**config.mk**
```make
export PLATFORM = sky130hd
export DESIGN_NAME = request_sync_fifo
export DESIGN_NICKNAME = d
export VERILOG_FILES = /design/src/verilog/control_packet_pkg.sv /design/src/verilog/request_arbiter_cfg_pkg.sv /design/src/verilog/request_sync_fifo.sv
export SDC_FILE = /design/constraint.sdc
export NUM_CORES = 1
export LEC_CHECK = 0
export ABC_AREA = 1
export BUFFER_PORTS_ARGS = -buffer_cell sky130_fd_sc_hd__buf_2
export CAP_MARGIN = 20
export CELL_PAD_IN_SITES_DETAIL_PLACEMENT = 0
export CELL_PAD_IN_SITES_GLOBAL_PLACEMENT = 1
export CORE_MARGIN = 5
export CORE_UTILIZATION = 39
export CTS_CLUSTER_DIAMETER = 30
export DETAILED_ROUTE_END_ITERATION = 8
export GPL_TIMING_DRIVEN = 0
export PLACE_DENSITY = 0.64
export SLEW_MARGIN = 30
export SYNTH_ARGS = -nofsm -noshare
export SYNTH_HDL_FRONTEND = slang
export SYNTH_SLANG_ARGS = --single-unit
```
**constraint.sdc**
```tcl
create_clock -name ap_clk -period 5.4 [get_ports ap_clk]
set_input_delay 0 -clock ap_clk [delete_from_list [all_inputs] [get_ports ap_clk]]
set_output_delay 0 -clock ap_clk [all_outputs]
set_load 0.02 [all_outputs]
```
**src/verilog/control_packet_pkg.sv**
```systemverilog
// Packet layout is fixed as opcode over vertex id, and every engine lane must agree on these widths
package control_packet_pkg;

  // --------------------------------------------------------------------------
  // Field widths
  // --------------------------------------------------------------------------
  localparam int OPCODE_W    = 4;
  localparam int VERTEX_ID_W = 32;

  // Opcode in the upper bits, vertex id below
  localparam int PAYLOAD_W   = OPCODE_W + VERTEX_ID_W;

  // --------------------------------------------------------------------------
  // Packet vector types
  // --------------------------------------------------------------------------
  typedef logic [OPCODE_W-1:0]    opcode_t;
  typedef logic [VERTEX_ID_W-1:0] vertex_id_t;
  typedef logic [PAYLOAD_W-1:0]   payload_t;

  // Build a payload from its two fields
  function automatic payload_t pack_payload(opcode_t opcode, vertex_id_t vertex_id);
    return {opcode, vertex_id};
  endfunction

  // Opcode field of a payload
  function automatic opcode_t payload_opcode(payload_t payload);
    return payload[PAYLOAD_W-1 -: OPCODE_W];
  endfunction

  // Vertex id field of a payload
  function automatic vertex_id_t payload_vertex_id(payload_t payload);
    return payload[VERTEX_ID_W-1:0];
  endfunction

endpackage : control_packet_pkg

```
**src/verilog/request_arbiter_cfg_pkg.sv**
```systemverilog
// FIFO depths must be powers of two, and each threshold must leave room for the credit and pipeline lag
package request_arbiter_cfg_pkg;

  // --------------------------------------------------------------------------
  // Lanes
  // --------------------------------------------------------------------------
  localparam int NUM_REQUESTOR = 4;

  // One bit per lane
  typedef logic [NUM_REQUESTOR-1:0]         lane_mask_t;
  // Lane number, used by the priority pointer
  typedef logic [$clog2(NUM_REQUESTOR)-1:0] lane_index_t;

  // --------------------------------------------------------------------------
  // FIFO sizing
  // --------------------------------------------------------------------------
  // Lane FIFO, 4 places of slack over the credit lag
  localparam int LANE_FIFO_DEPTH  = 16;
  localparam int LANE_PROG_THRESH = 12;

  // Output FIFO, wide slack for packets still in the arbiter pipeline
  localparam int OUT_FIFO_DEPTH   = 32;
  localparam int OUT_PROG_THRESH  = 16;

  // Cycles a FIFO stays busy once reset is released
  localparam int RESET_BUSY_CYCLES = 3;
  typedef logic [$clog2(RESET_BUSY_CYCLES+1)-1:0] busy_count_t;

endpackage : request_arbiter_cfg_pkg

```
**src/verilog/request_sync_fifo.sv**
```systemverilog
// DEPTH must be a power of two; writes when full or busy and reads when empty or busy are dropped
module request_sync_fifo #(
  parameter int DEPTH       = 16,
  parameter int PROG_THRESH = 12
) (
  input  logic                         ap_clk,
  input  logic                         areset_control,
  input  control_packet_pkg::payload_t din,
  input  logic                         wr_en,
  input  logic                         rd_en,
  output control_packet_pkg::payload_t dout,
  output logic                         valid,
  output logic                         full,
  output logic                         empty,
  output logic                         prog_full,
  output logic                         reset_busy
);

  // --------------------------------------------------------------------------
  // Storage and pointers
  // --------------------------------------------------------------------------
  control_packet_pkg::payload_t mem [DEPTH];

  // Pointers wrap naturally at DEPTH
  logic [$clog2(DEPTH)-1:0]   wr_ptr;
  logic [$clog2(DEPTH)-1:0]   rd_ptr;
  // One extra bit so a full buffer can be counted
  logic [$clog2(DEPTH+1)-1:0] count;

  request_arbiter_cfg_pkg::busy_count_t busy_count;

  logic push;
  logic pop;

  // Accepted accesses only
  assign push = wr_en & ~full & ~reset_busy;
  assign pop  = rd_en & ~empty & ~reset_busy;

  // Flags straight from the occupancy count
  assign empty     = (count == '0);
  assign full      = (count == ($clog2(DEPTH+1))'(DEPTH));
  assign prog_full = (count >= ($clog2(DEPTH+1))'(PROG_THRESH));

  // --------------------------------------------------------------------------
  // Reset busy timer
  // --------------------------------------------------------------------------
  // Loaded during reset, counts down after release
  always_ff @(posedge ap_clk) begin
    if (areset_control) begin
      busy_count <= request_arbiter_cfg_pkg::busy_count_t'(
                    request_arbiter_cfg_pkg::RESET_BUSY_CYCLES);
    end else if (busy_count != '0) begin
      busy_count <= busy_count - 1'b1;
    end
  end

  assign reset_busy = (busy_count != '0);

  // --------------------------------------------------------------------------
  // Pointers and count
  // --------------------------------------------------------------------------
  always_ff @(posedge ap_clk) begin
    if (areset_control) begin
      wr_ptr <= '0;
      rd_ptr <= '0;
      count  <= '0;
    end else begin
      if (push) begin
        wr_ptr <= wr_ptr + 1'b1;
      end
      if (pop) begin
        rd_ptr <= rd_ptr + 1'b1;
      end
      // Simultaneous push and pop leaves the count alone
      case ({push, pop})
        2'b10:   count <= count + 1'b1;
        2'b01:   count <= count - 1'b1;
        default: count <= count;
      endcase
    end
  end

  // --------------------------------------------------------------------------
  // Data path
  // --------------------------------------------------------------------------
  always_ff @(posedge ap_clk) begin
    if (push) begin
      mem[wr_ptr] <= din;
    end
  end

  // Registered read, dout follows rd_en by one cycle
  always_ff @(posedge ap_clk) begin
    if (pop) begin
      dout <= mem[rd_ptr];
    end
  end

  // Valid marks the cycle dout carries fresh data
  always_ff @(posedge ap_clk) begin
    if (areset_control) begin
      valid <= 1'b0;
    end else begin
      valid <= pop;
    end
  end

  // --------------------------------------------------------------------------
  // Protocol checks on the producer and consumer
  // --------------------------------------------------------------------------
  assert property (@(posedge ap_clk) disable iff (areset_control)
    wr_en |-> !full);

  assert property (@(posedge ap_clk) disable iff (areset_control)
    rd_en |-> !empty);

  // Nothing touches the FIFO until setup is over
  assert property (@(posedge ap_clk) disable iff (areset_control)
    (wr_en || rd_en) |-> !reset_busy);

endmodule : request_sync_fifo

```
# After elaboration in Yosys (flattened, before gate mapping)
# Memory sizes are Yosys's and may differ from the RTL's. A register that Yosys moved wholly into a read port is not among the register bits.
# Cells that the tools add are included.
# word_totals
regBits,16
mem_bits_rw,576
memories,1
in_bits,40
out_inout_bits,41
# mem_list
memory,depth,width,rd,rd_clocked_by_memory_dff,wr,line_no,text
mem,16,36,1,1,1,request_sync_fifo.sv:22,control_packet_pkg::payload_t mem [DEPTH];
# classes
order_cmp,1
bitwise_logic,7
add_sub_neg,5
reduce_logical,3
mux,3
eq_ne,3
# op_table
cell,count
one-hot mux 5 bit (2 select lines),1
"adder 4 x 1 -> 4 bit, second input constant",2
"adder 5 x 1 -> 5 bit, second input constant",1
"== test 5 bit, second input constant",1
">= comparator 5 x 4 -> 1 bit, second input constant",1
logical NOT 5 bit,1
"subtractor 5 x 1 -> 5 bit, second input constant",1
AND 1 bit,4
nonzero test 2 bit,2
inverter 1 bit,3
"== test 2 x 1 -> 1 bit, second input constant",1
"== test 2 bit, second input constant",1
two-way mux 1 bit,2
"subtractor 2 x 1 -> 2 bit, second input constant",1

# Logic depth before layout (Yosys ltp)
# logic_depth
ltp_word,6
ltp_mapped,14

# Worst setup path before layout
# OpenSTA, ideal clock, no wires.
# synth_timing
path_type,register -> register
startpoint,register count[0]
endpoint,memory mem[2][0] (netlist bit) (enable)
period_less_slack_ps,4000
slack_ps,1400
path_stages_with_launch,6
path_buffers,1
arrival_ps,3526
path_cell_list,dfxtp_1 > nor2_1 > nand3_1 > nand3_1 > buf_2 > nor3_1
# synth_between
elab_chain_cells,6
# synth_rtl
item,line_no,text
"start, declared",request_sync_fifo.sv:28,logic [$clog2(DEPTH+1)-1:0] count;
"start signal, assigned",request_sync_fifo.sv:76,2'b10: count <= count + 1'b1;
"start signal, assigned",request_sync_fifo.sv:77,2'b01: count <= count - 1'b1;
"start signal, assigned",request_sync_fifo.sv:78,default: count <= count;
== test 5 bit,request_sync_fifo.sv:41,assign full = (count == ($clog2(DEPTH+1))'(DEPTH));
inverter 1 bit,request_sync_fifo.sv:36,assign push = wr_en & ~full & ~reset_busy;
AND 1 bit (2 in series),request_sync_fifo.sv:36,
two-way mux 1 bit,request_sync_fifo.sv:87,if (push) begin
two-way mux 1 bit (implied by the code),request_sync_fifo.sv:88,mem[wr_ptr] <= din;
"end, declared",request_sync_fifo.sv:22,
# Every way passes these cells.

# Final worst setup path
# layout_timing
startpoint,register busy_count[0]
endpoint,register count[3]
# layout_between
elab_chain_cells,5
# layout_rtl
item,line_no,text
"start, declared",request_sync_fifo.sv:30,request_arbiter_cfg_pkg::busy_count_t busy_count;
"start signal, assigned",request_sync_fifo.sv:50,busy_count <= request_arbiter_cfg_pkg::busy_count_t'(
"start signal, assigned",request_sync_fifo.sv:53,busy_count <= busy_count - 1'b1;
nonzero test 2 bit (*),request_sync_fifo.sv:57,assign reset_busy = (busy_count != '0);
inverter 1 bit (*),request_sync_fifo.sv:37,assign pop = rd_en & ~empty & ~reset_busy;
AND 1 bit (*),request_sync_fifo.sv:37,
via pop,request_sync_fifo.sv:33,logic pop;
== test 2 x 1 -> 1 bit or == test 2 bit (tied branches),request_sync_fifo.sv:75,"case ({push, pop})"
one-hot mux 5 bit (2 select lines) or nonzero test 2 bit (tied branches),--,
# Mark *: on every way through the listed nets, which the timed path passes. The rest lies on a longest branch.
# A chain may end at the register's enable or synchronous reset.

==> results.tsv <==
stage	metric	value	unit
place	worst slack, placed	2.15	ns
clocking	clock latency on the worst-skew pair	0.70	ns
setup_path	Setup crit end kind	register	
synthesis	Post-Syn Area per Cell	11.4	um2
layout	Util after Layout	50.7	%
setup_path	CP Data Arrival Time	3.80	ns
setup_path	worst reg2reg path depth	13	
synthesis	sequential area share after synthesis	73.8	%
global_route	first-pass GRT wire length	104	mm
timing	setup ws final	2.20	ns
global_route	total congestion overflow	0	
clocking	CTS root buf	clkbuf_16	
clocking	TritonCTS Sinks	628	
drt	final WL	69.5	mm
drt	Avg WL per Cell	19.7	um
synthesis	post-synth top area share	72.5	%
setup_path	R2R Path End	count[3]$_SDFFE_PP0P_	
synthesis	Ys Warns	0	
timing	endpoints failing setup	0	
global_route	number of global-route vias before repair	16900	
setup_path	Reg-to-Reg Start	busy_count[0]$_SDFFE_PP1P_	
setup_path	critical path type	reg -> reg	
pwr	Tot Pwr	13.8	mW
die	row cnt	93	
drt	First DRT Iteration DRCs	1112	
setup_path	CP Launch Type	register	
run	max-cap violations	0	
timing	Tightest Pin Transition	0.920	ns
timing	crit share post-route	59.4	%
timing	Layout Skew	0.0183	ns
clocking	CTS Buf Count	133	
global_route	largest net degree at the start of global routing	21	
setup_path	critical path's largest stage delay	0.37	ns
clocking	H-tree depth	4	
layout	layout cells sized above 1	17.0	%
clocking	post-cts resize count	0	
clocking	clk slew on worst S/H paths	0.04	ns
setup_path	CP max stage cell	clkbuf_1	
setup_path	critical path depth	13	
die	chip width	265	um
timing	crit path time final	3.20	ns
timing	fin. max-slew vios	0	
pwr	Power Density	425	nW/um2
synthesis	area leader, netlist	edfxtp_1	
synthesis	mapped cell area	25300	um2
drt	Via density	4.86	
timing	Fin Setup TNS	0	ns
clocking	postcts setup bufs	0	
place	Area after DPL	27700	um2
global_route	GRT Total Usage	19.7	%
place	# port buffers	79	
setup_path	crit path launch	busy_count[0]$_SDFFE_PP1P_	
die	core footprint	64300	um2
layout	antenna diode instance count	0	
layout	commonest non-fill, non-tap cell in the layout	nand2_1	
place	DP HPWL	46.6	mm
setup_path	Crit path buffers/inverters	5	
synthesis	syn_nets	2280	
die	Initial Utilization	39.4	%
setup_path	Setup crit end	count[3]$_SDFFE_PP0P_	
layout	fillers	5609	
timing	maximum clock frequency	0.312	GHz
layout	highest-count cells in the layout ignoring fill and taps	795 x nand2_1, 612 x edfxtp_1, 306 x nor2_1	
layout	Layout area overhead	28.6	%
setup_path	critical path, cell by cell	inv_1 > ha_1 > clkbuf_1 > nand3_1 > inv_4 > buf_12 > ha_1 > ha_1 > or2_2 > nand3b_1 > nand3_1 > nand2_1 > inv_1	
drt	Via Count	17100	
pwr	Lkg Pwr	12.6	nW
synthesis	Synth area leaders	edfxtp_1 73%, nand2_1 12%, nor2_1 4.6%	
layout	Storage cell area	18700	um2
drt	DRC	0	
layout	Layout Nets	2613	
die	Die Ht	265	um
layout	fin cells	3525	
setup_path	Top Family by Delay on Critical Path	buffers and inverters	
drt	post-route antenna net violation count	0	
global_route	initial antenna violation count	1	
die	Die Area	70200	um2
timing	RSZ-0062 raised after global routing	false	
timing	Fin. Hold Viols	0	
pwr	worst vdd ir	0.291	mV
setup_path	crit-path max FO	20	
drt	DR pass1 iterations	5	
timing	Slew headroom	38.7	%
synthesis	Post-Synthesis Cells	2229	
clocking	CTS tree	yes	
setup_path	R2R setup slack	2.20	ns
die	io pins	81	
synthesis	Netlist cell types	23	
layout	final instance area	32600	um2
outcome	outcome	finished clean	
hold_path	worst min-delay path category	in -> reg	
clocking	Max clock buf depth	3	
synthesis	Yosys reg bits	628	
setup_path	Required @ worst endpoint	5.99	ns
layout	multi-input logic area	5900	um2
setup_path	most used cell, CP	ha_1	
place	dpl cells	3242	
place	RePlAce Congestion	0.775	
timing	Hold WS	0.226	ns
-- final cells by class --
class	instances	share of cell area [%]
flip-flops and latches	628	57.4
multi-input cells	1415	18.1
clock buffers	163	10.6
repair buffers	198	4.85
well taps	855	3.28
clock inverters	80	3.23
plain buffers	110	1.67
inverters	76	0.883
-- worst min-delay path by stage --
| stage | endpoint | slack (ns) | from | cells after the start |
|---|---|---|---|---|
| finish | wr_ptr[0]$_SDFFE_PP0P_ | 0.23 | wr_en | 5 |
| CTS | mem[12][30]$_DFFE_PP_ | 0.18 | din[30] | 2 |
| global placement | count[0]$_SDFFE_PP0P_ | 0.36 | areset_control | 2 |
| global route | mem[13][30]$_DFFE_PP_ | 0.22 | din[30] | 2 |
| floorplan | mem[0][0]$_DFFE_PP_ | 0.1 | din[0] | 0 |
| detailed placement | mem[8][21]$_DFFE_PP_ | 0.39 | din[21] | 1 |
-- logic make-up after synthesis --
kind of cell / share of synthesized area [%]
AO/OA/AOI/OAI: 2.33
XOR/XNOR: 0.0691
adder cells (fa/ha/maj): 0.573
buffers and inverters: 3.27
flip-flops: 73.8
AND/OR/NAND/NOR: 20.0
-- Yosys cell counts --
library cell and count:
a21oi_1 41, buf_1 7, buf_2 59, buf_4 13, buf_6 1, clkbuf_1 30, clkinv_1 1, dfxtp_1 16
edfxtp_1 612, fa_1 1, ha_1 10, inv_1 71, inv_2 4, nand2_1 795, nand3_1 155, nand3b_1 1
nand4_1 8, nor2_1 310, nor2_2 1, nor3_1 12, o21ai_0 77, or2_2 2, xor2_1 2
-- what timing repair did --
item	CTS	global route
endpoints found under the hold margin	601	0
hold buffers	40	0
setup endpoints to repair	0	0
-- tightest hold or removal path, delay by kind of cell --
| family | cells | cell delay [ns] |
|---|---|---|
| buffers and inverters | 2 | 0.67 |
| and+or+nand+nor | 3 | 0.19 |
-- power by group --
group	internal, mW	switching [mW]
Sequential	5.39	0.00944
Combinational	0.0960	0.237
Clock	5.49	2.63
-- state kept, by name, summed over array words and instances, names as in the netlist --
| signal | flops |
|---|---|
| valid | 1 |
| count | 5 |
| rd_ptr | 4 |
| busy_count | 2 |
| wr_ptr | 4 |
| mem | 576 |
| dout | 36 |
-- per-layer routing --
metal | part of all wire (%) | global-route usage, %
met5 | 0 | 0
met4 | 2.5 | 6.46
met3 | 5.9 | 4.74
met2 | 48 | 32.1
met1 | 44 | 26.4
Note: power is estimated with default switching activity, not from simulation.
